--- src/design/eth_tx_pkg.sv ---
package eth_tx_pkg;

	////////////////////////////////////////////////////////////
	// Field widths

	typedef logic [47:0] mac_addr_t;
	typedef logic [15:0] ethertype_t;

	// Payload length in bytes, sized for jumbo frames
	typedef logic [13:0] frame_len_t;

	// First byte on the wire sits in bits 31:24
	typedef logic [31:0] payload_word_t;

	// Valid bytes in one input word, 1 to 4
	typedef logic [2:0] word_bytes_t;

	typedef logic [7:0] tx_byte_t;

	////////////////////////////////////////////////////////////
	// State and byte select encodings

	typedef enum logic [1:0] {
		SEQ_IDLE,
		SEQ_HEADER,
		SEQ_PAYLOAD,
		SEQ_POP
	} seq_state_t;

	typedef enum logic [1:0] {
		SRC_DST_MAC,
		SRC_SRC_MAC,
		SRC_ETHERTYPE,
		SRC_PAYLOAD
	} byte_src_t;

	// Free payload words needed before a new packet is admitted
	localparam int MIN_FRAME_WORDS = 8;

	// Destination MAC, source MAC and ethertype
	localparam int HEADER_BYTES = 14;

endpackage

--- src/design/tx_admit.sv ---
module tx_admit #(
	parameter int PACKET_DEPTH = 1024,
	localparam int PTR_W = $clog2(PACKET_DEPTH)
) (
	input  logic                     mac_tx_clk,
	input  logic                     rst_n,
	input  logic                     l2_start,
	input  logic                     l2_data_valid,
	input  eth_tx_pkg::payload_word_t l2_data,
	input  eth_tx_pkg::word_bytes_t  l2_bytes_valid,
	input  logic                     l2_commit,
	input  logic                     l2_drop,
	input  eth_tx_pkg::mac_addr_t    l2_dst_mac,
	input  eth_tx_pkg::ethertype_t   l2_ethertype,
	input  logic [PTR_W:0]           free_words,
	input  logic                     hdr_full,
	output logic                     wr_en,
	output eth_tx_pkg::payload_word_t wr_data,
	output logic                     commit,
	output logic                     rollback,
	output logic                     hdr_push,
	output eth_tx_pkg::mac_addr_t    hdr_dst_mac,
	output eth_tx_pkg::ethertype_t   hdr_ethertype,
	output eth_tx_pkg::frame_len_t   hdr_len
);

	logic                   packet_active;
	logic                   start_ok;
	logic                   data_room;
	eth_tx_pkg::frame_len_t len_acc;
	eth_tx_pkg::mac_addr_t  dst_mac_q;
	eth_tx_pkg::ethertype_t ethertype_q;

	////////////////////////////////////////////////////////////
	// Admission and overflow rules

	// Need one header slot plus a minimum frame worth of payload space
	assign start_ok = !packet_active && l2_start && !hdr_full &&
		(free_words >= (PTR_W + 1)'(eth_tx_pkg::MIN_FRAME_WORDS));

	// Last free word is never filled, running out aborts the packet
	assign data_room = (free_words > (PTR_W + 1)'(1));

	// Commit beats drop, drop beats data
	assign commit   = packet_active && l2_commit;
	assign rollback = packet_active && !l2_commit &&
		(l2_drop || (l2_data_valid && !data_room));
	assign wr_en    = packet_active && !l2_commit && !l2_drop &&
		l2_data_valid && data_room;
	assign wr_data  = l2_data;

	// Header entry goes in with the payload commit
	assign hdr_push      = commit;
	assign hdr_dst_mac   = dst_mac_q;
	assign hdr_ethertype = ethertype_q;
	assign hdr_len       = len_acc;

	////////////////////////////////////////////////////////////
	// Packet state

	always_ff @(posedge mac_tx_clk or negedge rst_n) begin
		if (!rst_n) begin
			packet_active <= 1'b0;
			len_acc       <= '0;
		end else begin
			if (start_ok) begin
				packet_active <= 1'b1;
				len_acc       <= '0;
			end else if (commit || rollback) begin
				packet_active <= 1'b0;
			end
			if (wr_en)
				len_acc <= len_acc + eth_tx_pkg::frame_len_t'(l2_bytes_valid);
		end
	end

	// Addressing is sampled with the start strobe
	always_ff @(posedge mac_tx_clk) begin
		if (start_ok) begin
			dst_mac_q   <= l2_dst_mac;
			ethertype_q <= l2_ethertype;
		end
	end

	// A write never leaves the payload buffer without a free word
	a_no_write_when_full: assert property (
		@(posedge mac_tx_clk) disable iff (!rst_n)
		wr_en |=> (free_words != '0)
	);

endmodule

--- config.mk ---
export PLATFORM = sky130hd
export DESIGN_NAME = tx_admit
export DESIGN_NICKNAME = d
export VERILOG_FILES = /design/src/design/eth_tx_pkg.sv /design/src/design/tx_admit.sv
export SDC_FILE = /design/constraint.sdc
export NUM_CORES = 1
export LEC_CHECK = 0
export ABC_AREA = 1
export BUFFER_PORTS_ARGS = -buffer_cell sky130_fd_sc_hd__buf_2
export CORE_ASPECT_RATIO = 1.5
export CORE_UTILIZATION = 35
export CTS_CLUSTER_DIAMETER = 80
export CTS_CLUSTER_SIZE = 10
export DETAILED_ROUTE_END_ITERATION = 8
export MAX_ROUTING_LAYER = met4
export PLACE_DENSITY_LB_ADDON = 0.1
export RECOVER_POWER = 25
export SLEW_MARGIN = 40
export SYNTH_ARGS = -nofsm -noshare
export SYNTH_HDL_FRONTEND = slang
export SYNTH_SLANG_ARGS = --single-unit
export TNS_END_PERCENT = 50
--- constraint.sdc ---
create_clock -name mac_tx_clk -period 3.7 [get_ports mac_tx_clk]
set_input_delay 0.74 -clock mac_tx_clk [delete_from_list [all_inputs] [get_ports mac_tx_clk]]
set_output_delay 0.74 -clock mac_tx_clk [all_outputs]
set_load 0.02 [all_outputs]
Word level (Yosys, flattened, before mapping)
Index checks and enable logic that the tools add are counted.
{"block": "totals", "memories": 0, "reg_bits": 79, "mem_bits_rw": 0, "romBits": 0, "out_inout_bits": 114, "word_cells": 30, "latch_bits": 0, "inputBits": 117}
{"block": "classes", "n_shift": 0, "bitwise_logic": 0, "add_sub_neg": 1, "mux": 4, "reduce_logical": 19, "order_cmp": 2, "n_eq_ne": 0, "div": 0, "mul": 0}
{"operator": "14-bit 2-to-1 mux", "n": 2}
{"operator": "14-bit by 3-bit adder with 14-bit output", "n": 1}
{"operator": "11-bit by 4-bit >= comparator with 1-bit output (second input constant)", "n": 1}
{"operator": "11-bit by 1-bit greater-than comparator with 1-bit output (second input constant)", "n": 1}
{"operator": "1-bit logical AND", "n": 10}
{"operator": "1-bit logical NOT", "n": 5}
{"operator": "2-bit nonzero test", "n": 2}
{"operator": "1-bit logical OR", "n": 2}
{"operator": "1-bit 2-to-1 mux", "n": 2}

Logic depth before layout (Yosys ltp)
Gate-level depths: netlist of the first run.
{"block": "logic_depth", "depth_word": 8, "ltp_mapped": 9, "depth_no_buf": 9}

Least setup slack after synthesis of the first run
No wires, ideal clock.
{"block": "synth_path", "kind": "input to register", "start": "input l2_start", "end": "register dst_mac_q[0], in the netlist hdr_dst_mac[0] (enable)", "required_ns": 3.282, "path_stages": 5, "setup_slack_ns": 0.821, "n_path_buf": 1, "setup_ns": 0.418, "t_arrival_ns": 2.461, "cell_sequence": "nand2_1 > nor2_1 > o21ai_4 > buf_4 > inv_1"}
{"block": "synth_between", "elab_chain_cells": 3}
{"element": "from (decl)", "line_no": "tx_admit.sv:7", "source": "input logic l2_start,"}
{"element": "1-bit logical AND (3 in series)", "line_no": "tx_admit.sv:38", "source": "assign start_ok = !packet_active && l2_start && !hdr_full &&"}
{"element": "via start_ok", "line_no": "tx_admit.sv:28", "source": "logic start_ok;"}
{"element": "to (signal assigned)", "line_no": "tx_admit.sv:80", "source": "dst_mac_q <= l2_dst_mac;"}
{"element": "to (decl)", "line_no": "tx_admit.sv:31", "source": "eth_tx_pkg::mac_addr_t dst_mac_q;"}
The timed path passes the listed nets, and every way through them passes these cells.
A chain may end at the register's enable or synchronous reset.

Worst setup path in the final report of the first run
{"block": "layout_path", "start": "input free_words[8]", "end": "output wr_en"}
{"block": "layout_between", "elab_chain_cells": 2}
{"element": "from (decl)", "line_no": "tx_admit.sv:15", "source": "input logic [PTR_W:0] free_words,"}
{"element": "11-bit by 1-bit greater-than comparator with 1-bit output", "line_no": "tx_admit.sv:42", "source": "assign data_room = (free_words > (PTR_W + 1)'(1));"}
{"element": "1-bit logical AND", "line_no": "tx_admit.sv:49", "source": "l2_data_valid && data_room;"}
{"element": "to (decl)", "line_no": "tx_admit.sv:17", "source": "output logic wr_en,"}
No other way between the ends.

==> results.cfg, run 1 <==
[worst_setup_path]
start_kind = primary input
crit_buf_inv = 3
startpoint = free_words[8]
path_cells = buf_2 -> nor2_2 -> nand2_2 -> nor2_2 -> nand2_2 -> nand2_4 -> inv_2 -> buf_2
arrival_ps = 1800
critPathMaxFanout = 21
worstSetupEndpointType = output port
cpPeakStageDelay_ps = 200
timing.rr.start = packet_active
critical-path-slowest-cell = nand2_4
path_class = primary input to output port
critPathRequiredTime_ps = 2960
path_delay_family = simple AND/OR/NAND/NOR gates

[cts]
post_cts_resize_count = 0
post-cts-setup-buffer-count = 0
hold_buffers = 0
clkLatencyLatePin_ps = 330
cts.htree.levels = 3
path_clk_slew_ps = 60
clock-sinks = 79
cts_buffers = 9
cts_buffer_depth = 2
cts_root_buf = clkbuf_16
cts_tree = yes

[sta]
drv_slew = 0
clock_skew_ps = 4.005
rsz0062_at_grt = false
finalHoldViolCount = 0
min_period_ps = 2544
fmaxAchievable_mhz = 393.1
setup_viol = 0
hold-worst-slack_ps = 500.5
maxSlewHeadroom_pct = 41.94
tightest_slew_ps = 870.8
fin_setup_tns_ps = 0
period_share_pct = 68.75

[routing]
wl_per_cell_um = 14.70
drc = 0
drtIter0Drc = 103
viasPerCell = 4.591
wl_um = 7539
ant_nets = 0
vias = 2355
firstDrtPassIters = 4

[layout]
area_growth_pct = 31.38
num-nets-final = 518
drive_gt1_share_pct = 49.00
final_common_cell = buf_2
utilization_pct = 48.04
final_cell_mix = buf_2, edfxtp_1, nand2_1

[synth]
netlist_area_sq_mm = 0.003286
ys.flop_type = edfxtp_1
synth_cells = 255
syn_area_per_cell_sq_um = 12.88
synthArstFlopShare_pct = 18.99
yosysSeqAreaShare_pct = 69.92
yosys_register_bits = 79
synth_warnings = 0
synth-edff-count = 64
synth_nets = 376
synth_cell_types = 27

[pwr]
power.density_mw_per_mm2 = 496.1
ir_drop_mv = 0.2420
leakagePower_nw = 1.937

[place]
hpwl_um = 5667
portBuffers = 165
routabilityCongestion = 0.8399

[floorplan]
start_util_pct = 36.56
rows = 42
die-height_um = 120.7
ioPinCount = 231
core_area_sq_mm = 0.008986
die_w_um = 81.11
die-area_sq_mm = 0.009787

[grt]
grt_pass1_wl_um = 11230
grt_use_total_pct = 16.11
antenna_found_initial = 1
grt_pass1_vias = 2199
grt_max_degree = 27
grt_overflow = 0

[min_path]
hold_path.class = primary input to asynchronous set/reset pin

[status]
status = finished clean

[job]
max-cap-violations = 0
worst reg2reg max path, cell delays in order, from the launching register on:
cell     delay [ps]
dfrtp_1         380
inv_1            90
nand2_1          50
nor2_1          160
o21ai_4         190
inv_2           450
buf_4           440
sequential cells by signal, indices dropped and copies added, names as in the netlist:
name           cells
hdr_dst_mac       48
hdr_len           14
hdr_ethertype     16
packet_active      1
synth_stat cells, types with 2 or more instances:
cell type,n,area [sq um]
a21oi_1,2,10.01
buf_4,34,255.2
buf_6,2,22.52
dfrtp_1,15,375.4
edfxtp_1,64,1922
ha_1,3,37.54
inv_1,16,60.06
nand2_1,41,153.9
nand2_2,2,12.51
nand3_1,29,145.1
nand4_1,4,25.02
nor2_1,16,60.06
nor2_2,5,31.28
o21ai_0,2,10.01
o21ai_1,4,20.02
o21bai_1,4,30.03
or2_2,2,12.51
metal layers:
layer | vias to the layer above | track usage [%] | part of all wire (%)
met5 | - | - | 0
met4 | 0 | 9.598 | 2.8
met3 | 19 | 4.679 | 10
met2 | 133 | 25.37 | 49
met1 | 1069 | 17.78 | 38
li1 | 1134 | - | -
final timing paths:
check	end	slack, ps	depth (start not counted)
hold reg to reg	hdr_len[0]	540	2
max in group asynchronous	hdr_len[4]	2660	1
setup / recovery	wr_en	1160	8
hold / removal	hdr_len[8]	500	1
setup reg to reg	hdr_dst_mac[14]	1600	6
min in group mac_tx_clk	hdr_len[0]	540	2
report_power, final:
| group | leakage, nW | switching, W | internal [W] |
|---|---|---|---|
| Combinational | 0.981 | 0.000110 | 0.0000651 |
| Clock | 0.154 | 0.000354 | 0.000598 |
| Sequential | 0.802 | 0.00000940 | 0.00100 |
through the flow:
step	setup slack, ps	instance area, sq um	std cells	total power [W]
4_1_cts	1131	4315	512	0.002175
3_5_place_dp	1137	3986	496	0.001211
6_report	1156	4317	513	0.002142
3_3_place_gp	1137	3986	496	0.001207
5_1_grt	1024	4317	513	0.002224
2_1_floorplan	820.5	3286	255	0.001172
cell type report:
type	count	area, sq um
fillers	847	4669
flip-flops and latches	79	2297
repair buffers	167	839.6
multi-input cells	123	646.9
clock buffers	9	225.2
well taps	110	137.6
clock inverters	7	103.9
inverters	17	63.81
diodes	1	2.502
logic make-up after synthesis:
kind of cell	synth area share (%)
AO/OA/AOI/OAI	3.123
XOR/XNOR	0.5332
adder cells (fa/ha/maj)	1.752
buffers and inverters	10.40
flip-flops	69.92
AND/OR/NAND/NOR	14.28
Note: power is estimated with default switching activity, not from simulation.
==> run 2, diff against run 1 <==
--- a/config.mk
+++ b/config.mk
@@ -5,7 +5,7 @@
 export SDC_FILE = /design/constraint.sdc
 export NUM_CORES = 1
 export LEC_CHECK = 0
-export ABC_AREA = 1
+export ABC_AREA = 0
 export BUFFER_PORTS_ARGS = -buffer_cell sky130_fd_sc_hd__buf_2
 export CORE_ASPECT_RATIO = 1.5
 export CORE_UTILIZATION = 35
==> constraint.sdc (replaced) <==
create_clock -name mac_tx_clk -period 2.25 [get_ports mac_tx_clk]
set_input_delay 0.45 -clock mac_tx_clk [delete_from_list [all_inputs] [get_ports mac_tx_clk]]
set_output_delay 0.45 -clock mac_tx_clk [all_outputs]
set_load 0.02 [all_outputs]
==> run 2 against run 1 <==
  * Synthesized area decreased by 5.3%
  * Via count fell by 8.4%
  * Final area fell by 1.8%
  * Register-to-register slack got worse by 1500 ps
  * Final cell count shrank 12%
  * Clock skew is 2.2 ps higher
  * Highest routed layer unchanged
==> results.cfg, run 2 <==
[layout]
largest_reg_flops = 48
final_cell_mix = buf_2, edfxtp_1, buf_4
num-nets-final = 463
final_common_cell = buf_2
utilization_pct = 49.78
drive_gt1_share_pct = 60.23
antenna_cells = 0
area_growth_pct = 36.28

[synth]
ys.flop_type = edfxtp_1
synth_top_cell_by_area = edfxtp_1
synth_common_cells = edfxtp_1, buf_4, dfrtp_1
synth_cell_types = 38
syn_area_per_cell_sq_um = 16.81
synth_top_area_share_pct = 61.79
yosysSeqAreaShare_pct = 73.85
synth_cells = 185
synth-edff-count = 64
synth_warnings = 0
yosys_register_bits = 79
netlist_area_sq_mm = 0.003110
synthArstFlopShare_pct = 18.99
synth_area_leaders = edfxtp_1, dfrtp_1, buf_4
synth_nets = 306
yosysMostFrequentCell = edfxtp_1

[worst_setup_path]
start_kind = primary input
cp.depth = 6
r2r_slack_ps = 150
critical-path-slowest-cell = or4_4
timing.rr.start = hdr_len[0]
critPathMaxFanout = 2
path_delay_family = simple AND/OR/NAND/NOR gates
timing.rr.end = hdr_len[12]
arrival_ps = 1780
path_cells = buf_6 -> or4_4 -> nor4_4 -> a21oi_2 -> nor3b_2 -> buf_4
worstRegToRegCells = 7
critPathRequiredTime_ps = 1800
worstSetupEndpointType = output port
crit_buf_inv = 2
path_class = primary input to output port
cpPeakStageDelay_ps = 550

[cts]
cts_tree = yes
cts.htree.levels = 3
path_clk_slew_ps = 60
hold_buffers = 0
cts_buffer_depth = 2
cts_buffers = 9
clkLatencyLatePin_ps = 330
clock-sinks = 79
cts_root_buf = clkbuf_16

[floorplan]
ioPinCount = 231
start_util_pct = 36.53
rows = 41
die_w_um = 78.97
die-height_um = 117.5
core_area_sq_mm = 0.008516
die-area_sq_mm = 0.009276

[sta]
clock_skew_ps = 6.216
period_share_pct = 98.97
maxSlewHeadroom_pct = 41.12
fin_setup_tns_ps = 0
fin_ws_ps = 23.24
hold-worst-slack_ps = 218.1
setup_viol = 0
fmaxAchievable_mhz = 449.1
min_period_ps = 2227
tightest_slew_ps = 883.1
finalHoldViolCount = 0
rsz0062_at_grt = true
drv_slew = 0

[routing]
ant_nets = 0
firstDrtPassIters = 4
drtIter0Drc = 130
wl_um = 7363
wl_per_cell_um = 16.22
drc = 0
viasPerCell = 4.751
vias = 2157

[place]
dp_slack_ps = -62.87
routabilityCongestion = 0.7613
hpwl_um = 5524
portBuffers = 165

[pwr]
ir_drop_mv = 0.3976
power.density_mw_per_mm2 = 772.6
leakagePower_nw = 1.915

[grt]
grt_pass1_wl_um = 10960
grt_max_degree = 38
grt_pass1_vias = 2051
antenna_found_initial = 0
grt_use_total_pct = 16.53
grt_overflow = 0

[status]
status = finished clean

[job]
max-cap-violations = 0

[min_path]
hold_path.class = primary input to asynchronous set/reset pin
[run 2: cell count changes in the layout (fill, tap and decap cells not counted), sizes merged, moves of 5 or more]
cell	before	now
buf	166	181
nand3	30	7
inv	19	9
o41ai	0	6
clkinv	1	6
nand2	44	6
o311ai	0	5
nor2	21	1
[run 2: metal layers]
metal | GRT usage (%) | vias to the layer above | share of wire, %
met3 | 7.597 | 24 | 12
met5 | - | - | 0
met2 | 26.72 | 155 | 49
li1 | - | 992 | -
met4 | 6.818 | 0 | 2.6
met1 | 17.12 | 986 | 36
[run 2: through the flow]
stage,instances,cell area [sq um],total power (W)
5_1_grt,454,4239,0.003412
3_3_place_gp,432,3890,0.001989
3_5_place_dp,432,3890,0.001994
4_1_cts,454,4220,0.003327
6_report,454,4239,0.003275
2_1_floorplan,185,3110,0.001920
[run 2: final cells by class]
type                       count  area (sq um)
tap                          107         133.9
fill                         779          4277
clock buffer                   9         225.2
timing repair buffer         182         973.4
inverter                       8         30.03
clock inverter                 7         47.55
multi-input combinational     62         531.8
sequential                    79          2297
[run 2: logic make-up after synthesis]
kind of cell	synth area share (%)
AO/OA/AOI/OAI	8.125
XOR/XNOR	0.2816
adder cells (fa/ha/maj)	1.851
buffers and inverters	9.815
flip-flops	73.85
multiplexers	0.9654
AND/OR/NAND/NOR	5.109
[run 2: power breakdown]
group | total (W) | leakage [nW] | switching [W] | internal, W
clock | 0.00130 | 0.135 | 0.000559 | 0.000746
sequential | 0.00167 | 0.802 | 0.0000161 | 0.00165
combinational | 0.000303 | 0.977 | 0.000178 | 0.000125
[run 2: how the worst max path moves through the flow]
| stage | startpoint | end |
|---|---|---|
| after global placement | free_words[6] | rollback |
| after floorplan | free_words[6] | packet_active |
| after global routing | free_words[7] | rollback |
| final | free_words[7] | rollback |
| after detailed placement | free_words[6] | rollback |
| after CTS | free_words[7] | rollback |
[run 2: repair_timing]
item                                   CTS  global route
buffers inserted                         6             0
setup endpoints to repair                1             2
pin swaps                                4             0
endpoints found under the hold margin    0             0
resized for setup                        2             4
==> run 3, diff against run 2 <==
--- a/config.mk
+++ b/config.mk
@@ -5,7 +5,7 @@
 export SDC_FILE = /design/constraint.sdc
 export NUM_CORES = 1
 export LEC_CHECK = 0
-export ABC_AREA = 0
+export ABC_AREA = 1
 export BUFFER_PORTS_ARGS = -buffer_cell sky130_fd_sc_hd__buf_2
 export CORE_ASPECT_RATIO = 1.5
 export CORE_UTILIZATION = 35
==> run 3 against run 2 <==
  * Critical path depth increased by 3
  * Non-clock buffer count decreased by 11
  * Highest routed layer unchanged
  * Largest power group unchanged
  * Routed wire length decreased by 1.1%
  * Sequential cell count unchanged
  * Worst hold slack improved by 16 ps
  * Clock skew decreased by 1.4 ps
  * First-iteration DRC count decreased by 15%
  * Critical endpoint is now hdr_len[10]
==> results.cfg, run 3 (synthesis results as in run 1) <==
[layout]
final_common_cell = buf_2
drive_gt1_share_pct = 49.51
seq_area_sq_mm = 0.002297
utilization_pct = 48.40
num-nets-final = 522
largest_reg_flops = 48
final_cell_mix = buf_2, edfxtp_1, nand2_1
multi_input_area_sq_um = 664.4
fill_cells = 832
area_growth_pct = 32.37
antenna_cells = 0
final_area_sq_mm = 0.004349

[routing]
vias = 2349
viasPerCell = 4.552
drtIter0Drc = 110
drc = 0
firstDrtPassIters = 4
wl_um = 7279
ant_nets = 0
wl_per_cell_um = 14.11

[floorplan]
start_util_pct = 36.56
die_w_um = 81.11
ioPinCount = 231
die-height_um = 120.7
core_area_sq_mm = 0.008986
die-area_sq_mm = 0.009787
rows = 42

[worst_setup_path]
critPathRequiredTime_ps = 2470
startpoint = hdr_len[0]
path_cells = ha_1 -> inv_1 -> fa_1 -> inv_1 -> nand2_1 -> a21oi_1 -> nand4_1 -> nand3_1 -> nand2_1
arrival_ps = 2050
worstRegToRegCells = 9
crit_buf_inv = 2
critPathMaxFanout = 4
timing.rr.end = hdr_len[10]
critical-path-slowest-cell = fa_1
timing.rr.start = hdr_len[0]
path_class = flop to flop
worstSetupEndpointType = flop
r2r_slack_ps = 420
cpPeakStageDelay_ps = 410
start_kind = flop
path_delay_family = adder cells

[pwr]
power_w = 0.003368
ir_drop_mv = 0.4621
power.density_mw_per_mm2 = 774.3
leakagePower_nw = 1.943

[grt]
grt_overflow = 0
grt_max_degree = 24
grt_use_total_pct = 15.98
grt_pass1_vias = 2271
antenna_found_initial = 0
grt_pass1_wl_um = 11160

[sta]
min_period_ps = 1834
clock_skew_ps = 4.862
fmaxAchievable_mhz = 545.1
drv_slew = 0
rsz0062_at_grt = false
maxSlewHeadroom_pct = 39.02
tightest_slew_ps = 914.8
fin_ws_ps = 415.5
finalHoldViolCount = 0
period_share_pct = 81.53
setup_viol = 0

[cts]
cts.htree.levels = 3
cts_tree = yes
cts_root_buf = clkbuf_16
path_clk_slew_ps = 60
cts_buffer_depth = 2
clkLatencyLatePin_ps = 320
cts_buffers = 9
hold_buffers = 0
post-cts-setup-buffer-count = 0
post_cts_resize_count = 0
clock-sinks = 79

[status]
status = finished clean

[min_path]
hold_path.class = primary input to asynchronous set/reset pin

[place]
placed_cell_area_sq_mm = 0.004063
portBuffers = 165
dp_slack_ps = 201.5
routabilityCongestion = 0.8277
hpwl_um = 5635

[job]
max-cap-violations = 0
==> run 3: cell count changes in the layout (fill, tap and decap cells not counted), sizes merged, moves of 4 or more <==
cell    delta
o211ai     -4
buf       -11
o311ai     -5
nor2      +20
o41ai      -6
inv        +8
nand3     +23
nand2     +38
o21bai     +4
==> run 3: final cells by class <==
class,count,area share [%]
multi-input cells,123,15.28
clock buffers,10,5.265
well taps,110,3.165
repair buffers,171,20.57
clock inverters,6,1.352
flip-flops and latches,79,52.82
inverters,17,1.554
==> run 3: how the worst max path moves through the flow <==
stage,to,slack [ps],depth (start not counted)
after floorplan,hdr_dst_mac[0],-40,5
after detailed placement,hdr_len[10],200,10
after global routing,hdr_len[10],230,9
after CTS,hdr_len[10],360,9
final,hdr_len[10],420,9
after global placement,hdr_len[10],220,10
==> run 3: metrics by stage <==
step	std cells	setup TNS (ps)	hold slack, ps
global route	516	0	276.2
global placement	500	0	394.0
floorplan	255	-2418	154.4
finish	516	0	234.1
CTS	516	0	36.96
detailed placement	500	0	393.2
==> run 3: layer usage <==
layer,vias up,wire [um],part of all wire (%),track usage (%)
li1,1142,-,-,-
met1,1068,2817,39,17.42
met2,130,3618,50,26.00
met3,9,738,10,6.038
met4,0,106,1.5,6.138
met5,-,0,0,-
==> run 3: power by group <==
group / switching [W] / leakage [nW] / internal (W) / total [W]
clock: 0.000545 / 0.138 / 0.000853 / 0.00140
combinational: 0.000185 / 1.00 / 0.000117 / 0.000303
sequential: 0.0000151 / 0.802 / 0.00165 / 0.00167
